File: src/design/isa_pkg.sv
package isa_pkg;

    localparam int SHAMT_W = 5;
    localparam int IMM_W   = 16;

    typedef logic [31:0] word_t;
    typedef logic [4:0]  reg_addr_t;

    // primary opcodes, SPECIAL selects the funct field
    typedef enum logic [5:0] {
        OP_SPECIAL = 6'h00,
        OP_ADDIU   = 6'h09,
        OP_SLTI    = 6'h0a,
        OP_SLTIU   = 6'h0b,
        OP_ANDI    = 6'h0c,
        OP_ORI     = 6'h0d,
        OP_XORI    = 6'h0e,
        OP_LUI     = 6'h0f
    } opcode_e;

    typedef enum logic [5:0] {
        FN_SLL  = 6'h00,
        FN_SRL  = 6'h02,
        FN_SRA  = 6'h03,
        FN_ADDU = 6'h21,
        FN_SUBU = 6'h23,
        FN_AND  = 6'h24,
        FN_OR   = 6'h25,
        FN_XOR  = 6'h26,
        FN_NOR  = 6'h27,
        FN_SLT  = 6'h2a,
        FN_SLTU = 6'h2b
    } funct_e;

    typedef enum logic [3:0] {
        ALU_ADD, ALU_SUB, ALU_AND, ALU_OR, ALU_XOR, ALU_NOR, ALU_SLT,
        ALU_SLTU, ALU_SLL, ALU_SRL, ALU_SRA, ALU_LUI, ALU_NOP
    } alu_op_e;

endpackage

File: src/design/pipe_pkg.sv
package pipe_pkg;

    localparam int FIFO_DEPTH = 8;
    localparam int PTR_W      = $clog2(FIFO_DEPTH);
    // one extra bit so a full queue can be counted
    localparam int CNT_W      = PTR_W + 1;

    localparam int NUM_SLOTS  = 2;

    localparam logic [31:0] RESET_PC = 32'hbfc0_0000;
    localparam logic [31:0] PC_STEP  = 32'd4;

endpackage

File: src/design/inst_fifo.sv
`timescale 1ns/100ps

module inst_fifo import isa_pkg::*; import pipe_pkg::*; (
    input  logic             clk,
    input  logic             reset_i,
    input  logic             wr_en1_i,
    input  logic             wr_en2_i,
    input  word_t            wr_data1_i,
    input  word_t            wr_data2_i,
    input  logic             rd_en1_i,
    input  logic             rd_en2_i,
    output word_t            rd_data1_o,
    output word_t            rd_data2_o,
    output word_t            rd_pc1_o,
    output word_t            rd_pc2_o,
    output logic [CNT_W-1:0] count_o,
    output logic             full_o
);

    word_t             mem [FIFO_DEPTH];
    logic [PTR_W-1:0]  wr_ptr;
    logic [PTR_W-1:0]  rd_ptr;
    logic [CNT_W-1:0]  count_q;
    word_t             pc_q;
    logic              wr_ok;
    logic [1:0]        push_num;
    logic [1:0]        pop_num;

    // words offered while full are dropped
    assign wr_ok    = wr_en1_i && !full_o;
    assign push_num = wr_ok ? (wr_en2_i ? 2'd2 : 2'd1) : 2'd0;
    assign pop_num  = rd_en1_i ? (rd_en2_i ? 2'd2 : 2'd1) : 2'd0;

    always_ff @(posedge clk) begin
        if (wr_ok) begin
            mem[wr_ptr] <= wr_data1_i;
            if (wr_en2_i)
                mem[wr_ptr + PTR_W'(1)] <= wr_data2_i;
        end
    end

    always_ff @(posedge clk) begin
        if (reset_i) begin
            wr_ptr  <= '0;
            rd_ptr  <= '0;
            count_q <= '0;
            pc_q    <= RESET_PC;
        end else begin
            wr_ptr  <= wr_ptr + PTR_W'(push_num);
            rd_ptr  <= rd_ptr + PTR_W'(pop_num);
            count_q <= count_q + CNT_W'(push_num) - CNT_W'(pop_num);
            // head pc follows the released words
            case (pop_num)
                2'd1:    pc_q <= pc_q + PC_STEP;
                2'd2:    pc_q <= pc_q + (PC_STEP << 1);
                default: pc_q <= pc_q;
            endcase
        end
    end

    assign rd_data1_o = mem[rd_ptr];
    assign rd_data2_o = mem[rd_ptr + PTR_W'(1)];
    assign rd_pc1_o   = pc_q;
    assign rd_pc2_o   = pc_q + PC_STEP;
    assign count_o    = count_q;
    // fewer than two free entries
    assign full_o     = count_q > CNT_W'(FIFO_DEPTH - 2);

endmodule

File: config.mk
export PLATFORM = sky130hd
export DESIGN_NAME = inst_fifo
export DESIGN_NICKNAME = d
export VERILOG_FILES = /design/src/design/isa_pkg.sv /design/src/design/pipe_pkg.sv /design/src/design/inst_fifo.sv
export SDC_FILE = /design/constraint.sdc
export NUM_CORES = 1
export LEC_CHECK = 0
export BUFFER_PORTS_ARGS = -buffer_cell sky130_fd_sc_hd__clkbuf_2
export CAP_MARGIN = 25
export CORE_MARGIN = 5
export CORE_UTILIZATION = 60
export CTS_CLUSTER_DIAMETER = 200
export DETAILED_ROUTE_END_ITERATION = 8
export PLACE_DENSITY = 0.82
export REMOVE_ABC_BUFFERS = 1
export SLEW_MARGIN = 20
export SYNTH_ARGS = -nofsm -noshare
export SYNTH_HDL_FRONTEND = slang
export SYNTH_SLANG_ARGS = --single-unit
File: constraint.sdc
create_clock -name clk -period 8.8 [get_ports clk]
set_input_delay 0.44 -clock clk [delete_from_list [all_inputs] [get_ports clk]]
set_output_delay 0.44 -clock clk [all_outputs]
set_load 0.01 [all_outputs]
==> metrics <==
Setup violations, final=0; CP Depth=5; clock slew at reported path FFs=0.06 ns; final non-filler cell total=1,708; share of power burned in registers=42.9%; part of the cycle the worst path needs=44.9%; ys async rst share=0%; drt drc=0; mux share of post-synthesis cell area=38.3%; crit path buf inv count=3; TritonRoute pass-1 iters=5; Clk pwr share=32.4%; synthesized area=17,700 um^2; cts bufs inserted=31; hpwl dp=28.5 mm; Vias/cell=6.71; sequential area share after synthesis=48.1%; area delta synth->final=14.4%; gp weighted congestion=0.868; Clock Sinks=296; layout cells sized above 1=55.8%; Max-slew headroom=20.9%; CP delay by family, top=buffers and inverters; Slew Limit Fails=0; post-layout min period=3.95 ns; Overflow after GRT=0; # IOs=203; Final Cell Area=20,200 um^2; initial DRC count=1,090; vias in the first global route=11,900; synthesized-area fraction occupied by adder cells=1.23%; post-CTS setup buffer count=0; Fmax achieved=0.253 GHz; Post-CTS Hold Buffers=0; Cells after DPL=1,650; initial antenna violation count=5; Compound-Gate Fraction of Synth Area=1.48%; total of max-cap violations=0; status=finished clean; Clock Tree Buf Depth=3; Initial Util=61.2%; final hold violations=0; Synth cell types=53; core box area=28,900 um^2; ys flop type=edfxtp_1; pwr/cell area=201 nW/um^2; Combinational Power Share=24.6%; Worst Path Arrival=3.51 ns; clock latency on the worst-skew pair=0.55 ns; kind of critical path=reg -> out; startpoint types=flip-flop; switching share of total power=27.2%; final net count=1,385; max incr delay on CP=0.70 ns; Psw=1.10 mW; Worst-Margin Slew=1.18 ns; post-synthesis xor/xnor area fraction=2.32%; CP Max Fanout=71; Warnings, synthesis=0; #FFs+latches synth=296; Syn Area/Cell=15.7 um^2; Mapped Cells=1,126; first-pass GRT wire length=70.6 mm; CP endpoint kind=output pin; Vias=11,500; post_cts resized=0; setup TNS=0 ns; largest family of logic cells by synthesized area=multiplexers; Die Ht=182 um; Max VDD drop=0.172 mV; Hold WC Path Type=in -> reg; Leak=7.15 nW; Post-synth EDFFs=256; Port-buffer cells=198; crit path cell chain=buf_4 > buf_6 > mux4_2 > mux2_2 > clkbuf_2; Crit-path slowest cell=buf_4; Cell Area, Placed=19,200 um^2; unrepaired setup endpoints after global routing=false; CP required=8.36 ns; remaining antenna violation count=0; die width=182 um; Place WS=5.15 ns; drt wl/cell=26.7 um; CTS tree=built; largest net degree at the start of global routing=72; CTS root buf=clkbuf_16; Pint=2.95 mW; gr usage total=27.2%; htree depth=1; Final WS setup=4.85 ns; WL final=45.7 mm; worst hold path depth=3; Rows=62; worst r2r path cells=7; Die ar.=32,900 um^2; Final Skew=0.0101 ns; Synth Area in Simple Gates=5.68%
-- cells in the final DEF (no fill, tap or decap), types with 7 or more instances in the layout --
cell type and n:
mux4_2 128, nor2b_1 11, nor2_1 30, clkbuf_2 198
nand3_1 14, nor3_1 15, dfxtp_1 37, a21oi_1 11
or3_1 7, edfxtp_1 256, mux2_2 254, nand2_1 32
xor2_1 19, ha_1 10, mux2_4 58, clkinv_1 7
clkbuf_1 8, o21ai_0 8, clkbuf_16 31, mux2_1 9
inv_1 16, nand4_1 14, nor4_1 9, xnor2_1 23
buf_4 19, or4_1 7
-- cells by family (layout without fill, tap and decap cells) --
family,Yosys count,count (layout)
mux,454,454
flops,296,296
simple gates,170,170
buf+inv,104,297
xor+xnor,45,45
compound gates,41,41
fa+ha+maj,15,15
other cells,1,6
-- per-layer routing --
metal | wire (um) | GRT usage, % | share of wire [%] | up-vias
met2 | 23200 | 45.3 | 51 | 616
met1 | 17800 | 38.1 | 39 | 5909
met3 | 3660 | 4.96 | 8.0 | 81
met5 | 43 | 0 | 0.094 | -
met4 | 935 | 5.85 | 2.0 | 6
li1 | - | - | - | 4849
-- flip-flops by register name (all words and copies together), names as in the netlist --
signal and cells:
rd_ptr 3, wr_ptr 3, rd_pc1_o 30, count_o 4, mem 256
-- per-stage QoR --
| stage | hold WS, ns | util (%) | power [mW] |
|---|---|---|---|
| 5_1_grt | 0.301 | 70.0 | 4.21 |
| 2_1_floorplan | 0.507 | - | 2.41 |
| 3_3_place_gp | 0.532 | 65.8 | 2.71 |
| 4_1_cts | 0.280 | 69.8 | 4.07 |
| 6_report | 0.283 | 70.0 | 4.06 |
| 3_5_place_dp | 0.542 | 66.4 | 2.76 |
-- power by group through the flow --
stage                     logic (mW)  registers, mW  clock network [mW]
after detailed placement       0.991           1.77                   0
after floorplan                0.637           1.78                   0
after global placement         0.951           1.76                   0
after CTS                       1.00           1.74                1.33
final                          0.999           1.74                1.32
after global routing            1.07           1.75                1.39
-- tightest hold or removal path, stage by stage --
cell and delay (ns):
clkbuf_2 0.17, a22oi_1 0.11, nor2_1 0.07
-- final timing paths --
check                                     end         from  slack [ns]
worst max-delay path            rd_data2_o[5]    rd_ptr[0]        4.85
worst min-delay path              rd_pc1_o[4]     rd_en1_i        0.28
worst max register to register     mem[4][22]    wr_ptr[0]        5.32
worst min register to register    rd_pc1_o[3]  rd_pc1_o[3]        0.55
-- cells in the mapped netlist, types with 2 or more instances --
master	n	area [um^2]
buf_1	7	26.3
ha_1	11	138
buf_6	6	67.6
nand4_1	14	87.6
or4_1	7	52.6
nor3_2	2	20.0
mux2_4	58	871
xor2_1	20	175
a31o_2	3	26.3
edfxtp_1	256	7690
o21ai_0	10	50.1
nor2_1	30	113
mux2i_1	5	50.1
o21bai_1	6	45.0
fa_1	4	80.1
and4_1	4	35.0
dfxtp_1	40	801
xnor2_1	23	201
mux2_2	254	2860
inv_1	16	60.1
nand2b_1	4	25.0
a21oi_1	11	55.1
nor3_1	15	75.1
nor2b_1	11	68.8
mux4_2	128	2880
nand2_1	32	120
and2_1	6	37.5
buf_2	37	185
mux2_1	9	101
clkbuf_2	2	10.0
and3_1	2	12.5
nand3_1	14	70.1
clkbuf_1	31	116
o31ai_1	4	30.0
nor4_4	3	63.8
nor4b_4	2	47.6
buf_4	5	37.5
a31oi_1	2	12.5
or3_1	9	56.3
or2_2	2	12.5
nor4_1	9	56.3
-- cell type report --
type | instances | area [um^2]
Sequential cell | 296 | 8500
Clock inverter | 16 | 196
Inverter | 16 | 60.1
Multi-Input combinational cell | 729 | 8810
Fill cell | 1889 | 8660
Antenna cell | 2 | 5.00
Tap cell | 384 | 480
Clock buffer | 39 | 806
Timing Repair Buffer | 226 | 1340
Note: power is estimated with default switching activity, not from simulation.
