[config.mk]
export PLATFORM = sky130hd
export DESIGN_NAME = issue_stage_flat
export DESIGN_NICKNAME = d
export VERILOG_FILES = /design/src/design/isa_pkg.sv /design/src/design/pipe_pkg.sv /design/src/design/pipe_if.sv /design/src/design/decoder.sv /design/src/design/issue_stage.sv /design/src/flat_wrapper.sv
export SDC_FILE = /design/constraint.sdc
export NUM_CORES = 1
export LEC_CHECK = 0
export BUFFER_PORTS_ARGS = -buffer_cell sky130_fd_sc_hd__buf_2
export CAP_MARGIN = 5
export CELL_PAD_IN_SITES_DETAIL_PLACEMENT = 1
export CELL_PAD_IN_SITES_GLOBAL_PLACEMENT = 2
export CORE_AREA = 3 3 308 310
export CTS_CLUSTER_SIZE = 14
export DETAILED_ROUTE_END_ITERATION = 6
export DIE_AREA = 0 0 311 313
export HOLD_SLACK_MARGIN = 0.02
export PLACE_DENSITY_LB_ADDON = 0.08
export SETUP_SLACK_MARGIN = 0.4
export SLEW_MARGIN = 5
export SYNTH_ARGS = -nofsm -noshare
export SYNTH_HDL_FRONTEND = slang
export SYNTH_SLANG_ARGS = --single-unit
[constraint.sdc]
create_clock -name clk -period 7 [get_ports clk]
set_input_delay 1.4 -clock clk [delete_from_list [all_inputs] [get_ports clk]]
set_output_delay 1.4 -clock clk [all_outputs]
set_load 0.005 [all_outputs]
[src/design/isa_pkg.sv]
package isa_pkg;

    localparam int SHAMT_W = 5;
    localparam int IMM_W   = 16;

    typedef logic [31:0] word_t;
    typedef logic [4:0]  reg_addr_t;

    // primary opcodes, SPECIAL selects the funct field
    typedef enum logic [5:0] {
        OP_SPECIAL = 6'h00,
        OP_ADDIU   = 6'h09,
        OP_SLTI    = 6'h0a,
        OP_SLTIU   = 6'h0b,
        OP_ANDI    = 6'h0c,
        OP_ORI     = 6'h0d,
        OP_XORI    = 6'h0e,
        OP_LUI     = 6'h0f
    } opcode_e;

    typedef enum logic [5:0] {
        FN_SLL  = 6'h00,
        FN_SRL  = 6'h02,
        FN_SRA  = 6'h03,
        FN_ADDU = 6'h21,
        FN_SUBU = 6'h23,
        FN_AND  = 6'h24,
        FN_OR   = 6'h25,
        FN_XOR  = 6'h26,
        FN_NOR  = 6'h27,
        FN_SLT  = 6'h2a,
        FN_SLTU = 6'h2b
    } funct_e;

    typedef enum logic [3:0] {
        ALU_ADD, ALU_SUB, ALU_AND, ALU_OR, ALU_XOR, ALU_NOR, ALU_SLT,
        ALU_SLTU, ALU_SLL, ALU_SRL, ALU_SRA, ALU_LUI, ALU_NOP
    } alu_op_e;

endpackage

[src/design/pipe_pkg.sv]
package pipe_pkg;

    localparam int FIFO_DEPTH = 8;
    localparam int PTR_W      = $clog2(FIFO_DEPTH);
    // one extra bit so a full queue can be counted
    localparam int CNT_W      = PTR_W + 1;

    localparam int NUM_SLOTS  = 2;

    localparam logic [31:0] RESET_PC = 32'hbfc0_0000;
    localparam logic [31:0] PC_STEP  = 32'd4;

endpackage

[src/design/pipe_if.sv]
`timescale 1ns/100ps

// one issued instruction, issue register to execute
interface issue_slot_if import isa_pkg::*; ();
    logic      valid;
    word_t     pc;
    alu_op_e   alu_op;
    word_t     opa;
    word_t     opb;
    logic      wen;
    reg_addr_t waddr;

    modport sender   (output valid, pc, alu_op, opa, opb, wen, waddr);
    modport receiver (input  valid, pc, alu_op, opa, opb, wen, waddr);
endinterface

// result of one slot in execute or writeback
interface result_if import isa_pkg::*; ();
    logic      valid;
    word_t     pc;
    logic      wen;
    reg_addr_t waddr;
    word_t     wdata;

    modport sender   (output valid, pc, wen, waddr, wdata);
    modport receiver (input  valid, pc, wen, waddr, wdata);
endinterface

[src/design/decoder.sv]
`timescale 1ns/100ps

module decoder import isa_pkg::*; (
    input  word_t              inst_i,
    output alu_op_e            alu_op_o,
    output reg_addr_t          rs_o,
    output reg_addr_t          rt_o,
    output logic               use_shamt_o,
    output logic               use_imm_o,
    output word_t              imm_o,
    output logic [SHAMT_W-1:0] shamt_o,
    output logic               wen_o,
    output reg_addr_t          waddr_o
);

    opcode_e          opcode;
    funct_e           funct;
    logic [IMM_W-1:0] imm_field;
    logic             sign_ext;

    assign opcode    = opcode_e'(inst_i[31:26]);
    assign funct     = funct_e'(inst_i[5:0]);
    assign imm_field = inst_i[IMM_W-1:0];
    assign rs_o      = inst_i[25:21];
    assign rt_o      = inst_i[20:16];
    assign shamt_o   = inst_i[10:6];

    // arithmetic and compare immediates are sign extended
    assign sign_ext = (opcode == OP_ADDIU) || (opcode == OP_SLTI) || (opcode == OP_SLTIU);
    assign imm_o    = {{($bits(word_t) - IMM_W){sign_ext & imm_field[IMM_W-1]}}, imm_field};

    always_comb begin
        alu_op_o    = ALU_NOP;
        use_shamt_o = 1'b0;
        use_imm_o   = 1'b1;
        wen_o       = 1'b1;
        waddr_o     = inst_i[20:16];
        case (opcode)
            OP_SPECIAL: begin
                use_imm_o = 1'b0;
                waddr_o   = inst_i[15:11];
                case (funct)
                    FN_ADDU: alu_op_o = ALU_ADD;
                    FN_SUBU: alu_op_o = ALU_SUB;
                    FN_AND:  alu_op_o = ALU_AND;
                    FN_OR:   alu_op_o = ALU_OR;
                    FN_XOR:  alu_op_o = ALU_XOR;
                    FN_NOR:  alu_op_o = ALU_NOR;
                    FN_SLT:  alu_op_o = ALU_SLT;
                    FN_SLTU: alu_op_o = ALU_SLTU;
                    FN_SLL: begin
                        alu_op_o    = ALU_SLL;
                        use_shamt_o = 1'b1;
                    end
                    FN_SRL: begin
                        alu_op_o    = ALU_SRL;
                        use_shamt_o = 1'b1;
                    end
                    FN_SRA: begin
                        alu_op_o    = ALU_SRA;
                        use_shamt_o = 1'b1;
                    end
                    default: wen_o = 1'b0;
                endcase
            end
            OP_ADDIU: alu_op_o = ALU_ADD;
            OP_SLTI:  alu_op_o = ALU_SLT;
            OP_SLTIU: alu_op_o = ALU_SLTU;
            OP_ANDI:  alu_op_o = ALU_AND;
            OP_ORI:   alu_op_o = ALU_OR;
            OP_XORI:  alu_op_o = ALU_XOR;
            OP_LUI:   alu_op_o = ALU_LUI;
            // undefined word retires without a write
            default:  wen_o = 1'b0;
        endcase
    end

endmodule

[src/design/issue_stage.sv]
`timescale 1ns/100ps

module issue_stage import isa_pkg::*; import pipe_pkg::*; (
    input  logic             clk,
    input  logic             reset_i,
    input  word_t            head1_i,
    input  word_t            head2_i,
    input  word_t            pc1_i,
    input  word_t            pc2_i,
    input  logic [CNT_W-1:0] count_i,
    output logic             pop1_o,
    output logic             pop2_o,
    output reg_addr_t        raddr_o [2*NUM_SLOTS],
    input  word_t            rdata_i [2*NUM_SLOTS],
    result_if.receiver       ex0,
    result_if.receiver       ex1,
    result_if.receiver       wb0,
    result_if.receiver       wb1,
    issue_slot_if.sender     slot0,
    issue_slot_if.sender     slot1
);

    alu_op_e            m_alu_op,    s_alu_op;
    reg_addr_t          m_rs,        s_rs;
    reg_addr_t          m_rt,        s_rt;
    logic               m_use_shamt, s_use_shamt;
    logic               m_use_imm,   s_use_imm;
    word_t              m_imm,       s_imm;
    logic [SHAMT_W-1:0] m_shamt,     s_shamt;
    logic               m_wen,       s_wen;
    reg_addr_t          m_waddr,     s_waddr;
    word_t              fwd_data [2*NUM_SLOTS];
    word_t              m_opa,       m_opb;
    word_t              s_opa,       s_opb;
    logic               s_dep;

    decoder u_dec_master (
        .inst_i      (head1_i),
        .alu_op_o    (m_alu_op),
        .rs_o        (m_rs),
        .rt_o        (m_rt),
        .use_shamt_o (m_use_shamt),
        .use_imm_o   (m_use_imm),
        .imm_o       (m_imm),
        .shamt_o     (m_shamt),
        .wen_o       (m_wen),
        .waddr_o     (m_waddr)
    );

    decoder u_dec_slave (
        .inst_i      (head2_i),
        .alu_op_o    (s_alu_op),
        .rs_o        (s_rs),
        .rt_o        (s_rt),
        .use_shamt_o (s_use_shamt),
        .use_imm_o   (s_use_imm),
        .imm_o       (s_imm),
        .shamt_o     (s_shamt),
        .wen_o       (s_wen),
        .waddr_o     (s_waddr)
    );

    assign raddr_o[0] = m_rs;
    assign raddr_o[1] = m_rt;
    assign raddr_o[2] = s_rs;
    assign raddr_o[3] = s_rt;

    // later checks override earlier ones, so ex1 is the youngest source
    always_comb begin
        for (int i = 0; i < 2*NUM_SLOTS; i++) begin
            fwd_data[i] = rdata_i[i];
            if (raddr_o[i] != '0) begin
                if (wb0.valid && wb0.wen && wb0.waddr == raddr_o[i])
                    fwd_data[i] = wb0.wdata;
                if (wb1.valid && wb1.wen && wb1.waddr == raddr_o[i])
                    fwd_data[i] = wb1.wdata;
                if (ex0.valid && ex0.wen && ex0.waddr == raddr_o[i])
                    fwd_data[i] = ex0.wdata;
                if (ex1.valid && ex1.wen && ex1.waddr == raddr_o[i])
                    fwd_data[i] = ex1.wdata;
            end
        end
    end

    assign m_opa = m_use_shamt ? word_t'(m_shamt) : fwd_data[0];
    assign m_opb = m_use_imm   ? m_imm            : fwd_data[1];
    assign s_opa = s_use_shamt ? word_t'(s_shamt) : fwd_data[2];
    assign s_opb = s_use_imm   ? s_imm            : fwd_data[3];

    // slave waits if it reads what the master writes
    assign s_dep  = m_wen && (m_waddr != '0) && ((s_rs == m_waddr) || (s_rt == m_waddr));
    assign pop1_o = count_i != '0;
    assign pop2_o = (count_i >= CNT_W'(NUM_SLOTS)) && !s_dep;

    always_ff @(posedge clk) begin
        if (reset_i) begin
            slot0.valid <= 1'b0;
            slot1.valid <= 1'b0;
        end else begin
            slot0.valid <= pop1_o;
            slot1.valid <= pop2_o;
        end
    end

    always_ff @(posedge clk) begin
        slot0.pc     <= pc1_i;
        slot0.alu_op <= m_alu_op;
        slot0.opa    <= m_opa;
        slot0.opb    <= m_opb;
        slot0.wen    <= m_wen;
        slot0.waddr  <= m_waddr;
        slot1.pc     <= pc2_i;
        slot1.alu_op <= s_alu_op;
        slot1.opa    <= s_opa;
        slot1.opb    <= s_opb;
        slot1.wen    <= s_wen;
        slot1.waddr  <= s_waddr;
    end

endmodule

[src/flat_wrapper.sv]
// flat-port wrapper written by rule: the top's interface ports become plain ports
module issue_stage_flat import isa_pkg::*; import pipe_pkg::*;
  (clk, reset_i, head1_i, head2_i, pc1_i, pc2_i, count_i, pop1_o, pop2_o, raddr_o, rdata_i, ex0_valid, ex0_pc, ex0_wen, ex0_waddr, ex0_wdata, ex1_valid, ex1_pc, ex1_wen, ex1_waddr, ex1_wdata, wb0_valid, wb0_pc, wb0_wen, wb0_waddr, wb0_wdata, wb1_valid, wb1_pc, wb1_wen, wb1_waddr, wb1_wdata, slot0_valid, slot0_pc, slot0_alu_op, slot0_opa, slot0_opb, slot0_wen, slot0_waddr, slot1_valid, slot1_pc, slot1_alu_op, slot1_opa, slot1_opb, slot1_wen, slot1_waddr);
  result_if ex0_i ();
  result_if ex1_i ();
  result_if wb0_i ();
  result_if wb1_i ();
  issue_slot_if slot0_i ();
  issue_slot_if slot1_i ();
  input  logic clk;
  input  logic reset_i;
  input  word_t head1_i;
  input  word_t head2_i;
  input  word_t pc1_i;
  input  word_t pc2_i;
  input  logic [CNT_W-1:0] count_i;
  output logic pop1_o;
  output logic pop2_o;
  output reg_addr_t raddr_o[2*NUM_SLOTS];
  input  word_t rdata_i[2*NUM_SLOTS];
  input wire logic [$bits(ex0_i.valid)-1:0] ex0_valid;
  input wire logic [$bits(ex0_i.pc)-1:0] ex0_pc;
  input wire logic [$bits(ex0_i.wen)-1:0] ex0_wen;
  input wire logic [$bits(ex0_i.waddr)-1:0] ex0_waddr;
  input wire logic [$bits(ex0_i.wdata)-1:0] ex0_wdata;
  input wire logic [$bits(ex1_i.valid)-1:0] ex1_valid;
  input wire logic [$bits(ex1_i.pc)-1:0] ex1_pc;
  input wire logic [$bits(ex1_i.wen)-1:0] ex1_wen;
  input wire logic [$bits(ex1_i.waddr)-1:0] ex1_waddr;
  input wire logic [$bits(ex1_i.wdata)-1:0] ex1_wdata;
  input wire logic [$bits(wb0_i.valid)-1:0] wb0_valid;
  input wire logic [$bits(wb0_i.pc)-1:0] wb0_pc;
  input wire logic [$bits(wb0_i.wen)-1:0] wb0_wen;
  input wire logic [$bits(wb0_i.waddr)-1:0] wb0_waddr;
  input wire logic [$bits(wb0_i.wdata)-1:0] wb0_wdata;
  input wire logic [$bits(wb1_i.valid)-1:0] wb1_valid;
  input wire logic [$bits(wb1_i.pc)-1:0] wb1_pc;
  input wire logic [$bits(wb1_i.wen)-1:0] wb1_wen;
  input wire logic [$bits(wb1_i.waddr)-1:0] wb1_waddr;
  input wire logic [$bits(wb1_i.wdata)-1:0] wb1_wdata;
  output wire logic [$bits(slot0_i.valid)-1:0] slot0_valid;
  output wire logic [$bits(slot0_i.pc)-1:0] slot0_pc;
  output wire logic [$bits(slot0_i.alu_op)-1:0] slot0_alu_op;
  output wire logic [$bits(slot0_i.opa)-1:0] slot0_opa;
  output wire logic [$bits(slot0_i.opb)-1:0] slot0_opb;
  output wire logic [$bits(slot0_i.wen)-1:0] slot0_wen;
  output wire logic [$bits(slot0_i.waddr)-1:0] slot0_waddr;
  output wire logic [$bits(slot1_i.valid)-1:0] slot1_valid;
  output wire logic [$bits(slot1_i.pc)-1:0] slot1_pc;
  output wire logic [$bits(slot1_i.alu_op)-1:0] slot1_alu_op;
  output wire logic [$bits(slot1_i.opa)-1:0] slot1_opa;
  output wire logic [$bits(slot1_i.opb)-1:0] slot1_opb;
  output wire logic [$bits(slot1_i.wen)-1:0] slot1_wen;
  output wire logic [$bits(slot1_i.waddr)-1:0] slot1_waddr;
  assign ex0_i.valid = ex0_valid;
  assign ex0_i.pc = ex0_pc;
  assign ex0_i.wen = ex0_wen;
  assign ex0_i.waddr = ex0_waddr;
  assign ex0_i.wdata = ex0_wdata;
  assign ex1_i.valid = ex1_valid;
  assign ex1_i.pc = ex1_pc;
  assign ex1_i.wen = ex1_wen;
  assign ex1_i.waddr = ex1_waddr;
  assign ex1_i.wdata = ex1_wdata;
  assign wb0_i.valid = wb0_valid;
  assign wb0_i.pc = wb0_pc;
  assign wb0_i.wen = wb0_wen;
  assign wb0_i.waddr = wb0_waddr;
  assign wb0_i.wdata = wb0_wdata;
  assign wb1_i.valid = wb1_valid;
  assign wb1_i.pc = wb1_pc;
  assign wb1_i.wen = wb1_wen;
  assign wb1_i.waddr = wb1_waddr;
  assign wb1_i.wdata = wb1_wdata;
  assign slot0_valid = slot0_i.valid;
  assign slot0_pc = slot0_i.pc;
  assign slot0_alu_op = slot0_i.alu_op;
  assign slot0_opa = slot0_i.opa;
  assign slot0_opb = slot0_i.opb;
  assign slot0_wen = slot0_i.wen;
  assign slot0_waddr = slot0_i.waddr;
  assign slot1_valid = slot1_i.valid;
  assign slot1_pc = slot1_i.pc;
  assign slot1_alu_op = slot1_i.alu_op;
  assign slot1_opa = slot1_i.opa;
  assign slot1_opb = slot1_i.opb;
  assign slot1_wen = slot1_i.wen;
  assign slot1_waddr = slot1_i.waddr;
  issue_stage u_core (.clk(clk), .reset_i(reset_i), .head1_i(head1_i), .head2_i(head2_i), .pc1_i(pc1_i), .pc2_i(pc2_i), .count_i(count_i), .pop1_o(pop1_o), .pop2_o(pop2_o), .raddr_o(raddr_o), .rdata_i(rdata_i), .ex0(ex0_i), .ex1(ex1_i), .wb0(wb0_i), .wb1(wb1_i), .slot0(slot0_i), .slot1(slot1_i));
endmodule
==> results of run 1 <==
==> cell type report <==
| type | count | area (um2) |
|---|---|---|
| fillers | 10991 | 73800 |
| well taps | 1243 | 1560 |
| inverters | 15 | 56.3 |
| clock inverters | 11 | 97.6 |
| flip-flops and latches | 214 | 4280 |
| clock buffers | 47 | 1010 |
| repair buffers | 689 | 3540 |
| diodes | 14 | 35.0 |
| multi-input cells | 1137 | 7610 |
==> sequential cells by signal, summed over array words and instances (netlist names), 4 cells and up <==
signal and count:
u_core.slot0.waddr 5, u_core.slot0.opa 32, u_core.slot1.alu_op 4, u_core.slot1.opb 32, u_core.slot0.alu_op 4, u_core.slot1.pc 32, u_core.slot0.pc 32, u_core.slot1.opa 32
u_core.slot1.waddr 5, u_core.slot0.opb 32
==> metal layers <==
metal	part of all wire, %	global-route usage [%]
met3	6.7	4.74
met5	0.11	0
met1	42	23.9
met4	1.9	4.57
met2	49	34.0
==> cells in the mapped netlist, types with 3 or more instances <==
master | count | area [um2]
dfxtp_1 | 214 | 4280
nor3_1 | 15 | 75.1
o22ai_1 | 19 | 119
buf_4 | 23 | 173
a221oi_1 | 38 | 333
nor3_2 | 4 | 40.0
nand4_1 | 18 | 113
inv_1 | 15 | 56.3
and2b_1 | 3 | 22.5
a21oi_1 | 192 | 961
a211oi_1 | 119 | 893
and2_1 | 3 | 18.8
buf_2 | 48 | 240
mux2_2 | 3 | 33.8
buf_6 | 9 | 101
a21oi_2 | 5 | 43.8
a22oi_1 | 32 | 240
or3_1 | 24 | 150
nand2_1 | 60 | 225
xor2_1 | 25 | 219
buf_1 | 7 | 26.3
mux2i_1 | 131 | 1310
o211ai_1 | 43 | 323
and3_1 | 3 | 18.8
o31ai_1 | 3 | 22.5
nor2b_1 | 7 | 43.8
a31oi_1 | 4 | 25.0
clkbuf_1 | 81 | 304
o21ai_0 | 46 | 230
nand3_1 | 5 | 25.0
o221ai_1 | 55 | 482
xnor2_1 | 59 | 517
o21ai_1 | 16 | 80.1
nor2_1 | 171 | 642
nand2b_1 | 3 | 18.8
nor4_1 | 4 | 25.0
==> power breakdown <==
| part | internal (W) | switching (W) | total, W |
|---|---|---|---|
| clock | 0.00105 | 0.000708 | 0.00175 |
| combinational | 0.000267 | 0.000383 | 0.000650 |
| sequential | 0.00129 | 0.0000245 | 0.00132 |
| total | 0.00261 | 0.00112 | 0.00372 |
==> through the flow <==
step           area, um2  std cells  total power (W)  hold slack, ns  setup WS, ns
3_3_place_gp       17000       3298          0.00200            1.50          1.85
5_1_grt            18200       3363          0.00392           0.897          1.57
4_1_cts            18200       3356          0.00383           0.878          1.80
3_5_place_dp       17000       3298          0.00200            1.50          1.81
2_1_floorplan      12700       1535          0.00160            1.43          2.67
6_report           18200       3370          0.00372           0.924          1.83
==> worst max-delay path by stage <==
stage	start	to	slack, ns
after floorplan	head1_i[29]	pop2_o	2.67
after global placement	head1_i[29]	pop2_o	1.85
after detailed placement	head1_i[29]	pop2_o	1.81
after CTS	head1_i[29]	pop2_o	1.80
after global routing	head1_i[29]	pop2_o	1.57
final	head1_i[29]	pop2_o	1.83
==> logic make-up (layout without fill, tap and decap cells) <==
logic type | after synthesis | count (layout) | share of synthesized area, %
compound gates | 583 | 583 | 30.3
flops | 214 | 214 | 33.7
buf+inv | 184 | 762 | 7.13
other cells | 0 | 14 | 0
mux | 134 | 134 | 10.6
simple gates | 336 | 336 | 12.5
xor+xnor | 84 | 84 | 5.79
==> impl_results.md, run 1 <==
- Finished Core Util: around 20%
- Synth cell types: 60
- Syn Nets: 2,081
- HP Class: input port to register
- Sequential area share after synthesis: 33.7%
- Critical path class: input port to output port
- Most used cell, CP: buf_2
- Share of cells above drive strength 1: a little under two fifths
- HPWL after DPL: roughly 73 mm
- Routed Wire Length: 97.9 mm
- Core Box Area: a little over 90,000 um2
- Via density: roughly 4.5
- Hold depth: 1
- Post-CTS Resized: 0
- Clock Tree Buf Depth: 3
- Hold_sp: pc1_i[18]
- Worst-path clk slew: ~0.06 ns
- Syn avg cell area: 8.28 um2
- PortBufs: 653
- Tcrit/Tclk final: about three quarters
- Async SR Flop Fraction: 0%
- Worst Path Required: ~5.6 ns
- Cell count along the critical path: 9
- Drt drc: 0
- Drt first pass iters: 5
- Initial Util: between 10% and 20%
- Setup TNS Final: 0 ns
- Post-Syn Area: 12,700 um2
- Clock Sink Count: around 210
- RD Place Congestion: approximately 0.79
- Measured slew at the worst slew-check pin: around 1.1 ns
- CP peak stage delay: between 0.4 and 0.5 ns
- Outcome: complete, no violations
- Max-cap violations: 0
- Row count: between 100 and 150
- Hold Path End: u_core.slot0.pc[18]
- Endpoints failing setup: 0
- Die width: approximately 310 um
- Top delay family on crit path: simple AND/OR/NAND/NOR gates
- Total Routing Usage GR: between 10% and 20%
- Clock root cell: clkbuf_16
- Leakage: about 8.4 nW
- Leading cell type in the layout, fill and taps excluded: buf_2
- Io pins: just under 800
- Crit. End Element: output port
- Final Hold Fails: 0
- Area grow syn2layout: 43.0%
- Commonest cells after routing, fill and taps aside: buf_2 (653), dfxtp_1 (214), a21oi_1 (190)
- Routed vias: approximately 15,000
- Number of CTS-inserted buffers: 36
- CP cell instances: buf_2, nor3_2, and2_4, mux2i_1, xnor2_1, nor4_1, o221a_1, nor2_1, buf_2
- Final Critical Period: 5.17 ns
- Slowest-stage cell, CP: mux2i_1
- Setup repair bufs after CTS: 0
- Initial antenna violation count: 39
- Worst IR Drop VDD: 116 uV
- Crit path DAT: between 3 and 4 ns
- Final Net Count: around 2,600
- Largest net degree at the start of global routing: 65
- Die area: ~100,000 um2
- Yosys warns: 0
- Initial DRC count: between 700 and 800
- Max-slew violations: 0
- Synthesis-stage register bit count: 214
- Vias in the first global route: ~16,000
- Power density cells: ~200 nW/um2
- First-pass GRT wire length: 135 mm
- CTS tree: yes
- Number of enable flip-flop cells after synthesis: 0
- Worst setup SP type: input port
- Worst-path maximum fanout: 23
- Antenna viol nets, final: 0
- # hold bufs at CTS: 0
- Synth Instances: around 1,500
- RSZ-0062 raised after global routing: false
- Slew headroom: 29.9%
- Average wire per standard cell: between 20 and 30 um
- Predominant post-synthesis flop cell: dfxtp_1
- Buffer and inverter count on the worst path: 2
- CTS H-tree lvls: 2
- Fmax: slightly below 0.2 GHz
- DIE HEIGHT: 313 um
- Grt total ovfl: 0
No activity file was read; power rests on OpenSTA's default activity.
==> run 2, diff against run 1 <==
Settings changed: CORE_AREA 3 3 308 310 to 3 3 307 309, DIE_AREA 0 0 311 313 to 0 0 310 312.
Clock period 7 ns to 4.55 ns, I/O delays scaled along.
==> run 2 against run 1 <==
Compared with the run above:
- design area is 1.2% higher
- largest cell class unchanged
- total power rose by 62%
- core utilization grew 0.29 points
- critical path type unchanged
==> impl_results.md, run 2 (synthesis results as in run 1) <==
- Outcome: complete, no violations (unchanged)
- Io pins: 782 (unchanged)
- Final Critical Period: ~4.0 ns
- CTS H-tree lvls: 2 (unchanged)
- Clock root cell: clkbuf_16 (unchanged)
- Clock Tree Buf Depth: 3 (unchanged)
- Max-cap violations: 0 (unchanged)
- Initial Util: 13.9% (was 13.8%)
- First-pass GRT wire length: 135 mm (about the same)
- Leading cell type in the layout, fill and taps excluded: buf_2 (unchanged)
- RD Place Congestion: 0.799 (was 0.788)
- Initial antenna violation count: 40 (was 39)
- Placed insts: 3,251 (was 3,298)
- Most used cell, CP: buf_2 (unchanged)
- Commonest cells after routing, fill and taps aside: buf_2 (653), dfxtp_1 (214), a21oi_1 (190) (unchanged)
- Top delay family on crit path: compound AO/OA/AOI/OAI gates (was simple AND/OR/NAND/NOR gates)
- WHS: 0.424 ns (was 0.924 ns)
- Grt total ovfl: 0 (unchanged)
- Slowest-stage cell, CP: nor4_1 (was mux2i_1)
- Finished Core Util: 20.1% (was 19.8%)
- Vias in the first global route: 16,314 (was 16,342)
- DIE HEIGHT: 312 um (was 313 um)
- Final Hold Fails: 0 (unchanged)
- Fill count: 10,953 (was 10,991)
- Total Routing Usage GR: 20.0% (was 19.4%)
- Antenna viol nets, final: 0 (unchanged)
- Drt first pass iters: 7 (was 5)
- Worst setup SP type: input port (unchanged)
- HPWL after DPL: 75.1 mm (was 73.4 mm)
- Power density cells: 329 nW/um2 (was 205 nW/um2)
- Die width: 310 um (was 311 um)
- Worst-path clk slew: 0.06 ns (about the same)
- HP Class: input port to register (unchanged)
- Area of the multi-input gates: 7620 um2 (was 7610 um2)
- Core Box Area: 91,700 um2 (was 91,900 um2)
- Measured slew at the worst slew-check pin: 1.06 ns (was 1.05 ns)
- Area grow syn2layout: 44.7% (was 43.0%)
- RSZ-0062 raised after global routing: false (unchanged)
- Crit. End Element: output port (unchanged)
- Routed Wire Length: 99.9 mm (was 97.9 mm)
- Row count: 111 (unchanged)
- Final Net Count: 2,650 (was 2,639)
- Leakage: 8.57 nW (was 8.43 nW)
- Die area: 96,700 um2 (was 97,300 um2)
- Via density: 4.60 (was 4.50)
- Setup TNS Final: 0 ns (unchanged)
- CP cell instances: buf_2, nor3_4, a21boi_0, o21a_1, a311o_1, nor4_1, o221a_1, nor2_1, buf_2 (was buf_2, nor3_2, and2_4, mux2i_1, xnor2_1, nor4_1, o221a_1, nor2_1, buf_2)
- CP peak stage delay: 0.36 ns (was 0.47 ns)
- Sequential cell area: 4280 um2 (unchanged)
- # hold bufs at CTS: 0 (unchanged)
- PortBufs: 653 (unchanged)
- Tcrit/Tclk final: slightly below 90%
- Worst Path Required: 3.64 ns (was 5.60 ns)
- Endpoints failing setup: 0 (unchanged)
- Worst IR Drop VDD: 180 uV (was 116 uV)
- Slew headroom: 29.3% (was 29.9%)
- Drt drc: 0 (unchanged)
- Layout Cells excl Fill: 3,333 (was 3,370)
- Clock Sink Count: 214 (unchanged)
- Buffer and inverter count on the worst path: 2 (unchanged)
- Max-slew violations: 0 (unchanged)
- Crit path DAT: 3.04 ns (was 3.77 ns)
- Number of CTS-inserted buffers: 37 (was 36)
- Routed vias: 15,328 (was 15,171)
- Setup repair bufs after CTS: 0 (unchanged)
- Share of cells above drive strength 1: 37.8% (was 37.0%)
- Worst-path maximum fanout: 6 (was 23)
- CTS tree: yes (unchanged)
- Critical path class: input port to output port (unchanged)
- Largest net degree at the start of global routing: 65 (unchanged)
- Post-CTS Resized: 0 (unchanged)
- Initial DRC count: 818 (was 770)
- Average wire per standard cell: 30.0 um (was 29.0 um)
- Fmax: approximately 0.25 GHz
[run 2: cell count changes in the layout (fill, tap and decap cells not counted), moves of 2 or more]
cell        change
clkbuf_1        -2
mux2i_2         +3
clkinv_4        +3
clkinvlp_4      +2
buf_4           +7
clkbuf_8        -3
buf_12          +3
mux2i_1         -3
bufinv_16       +4
clkinv_2        +4
[run 2: worst paths after layout]
kind,from,endpoint,slack [ns],cells past startpoint
worst max-delay path,head1_i[27],pop2_o,0.60,9
worst min-delay path,pc1_i[25],u_core.slot0.pc[25],0.42,1
[run 2: final cells by class]
cell class / count / share of cell area, %
timing repair buffer: 699 / 19.8
clock buffer: 43 / 5.37
inverter: 15 / 0.306
clock inverter: 24 / 1.48
multi-input combinational: 1137 / 41.4
antenna: 15 / 0.204
tap: 1186 / 8.07
sequential: 214 / 23.3
[run 2: metrics by stage]
step           setup WS (ns)  power, W  area (um2)
2_1_floorplan           1.20   0.00245       12700
3_3_place_gp           0.511   0.00308       17100
3_5_place_dp           0.575   0.00309       17100
4_1_cts                0.573   0.00623       18300
5_1_grt                0.457   0.00635       18400
6_report               0.598   0.00604       18400
[run 2: power by group]
group / total (W) / internal [W] / switching [W]
clock network: 0.00302 / 0.00184 / 0.00117
registers: 0.00203 / 0.00199 / 0.0000375
logic: 0.00100 / 0.000414 / 0.000588
[run 2: routing by layer]
metal	part of all wire (%)	global-route usage, %	up-vias	wire length, um
met5	0.087	0	-	87
met4	2.6	6.01	14	2590
met3	6.8	4.93	138	6770
met2	49	34.3	612	48500
met1	42	24.4	7639	42000
li1	-	-	6925	-
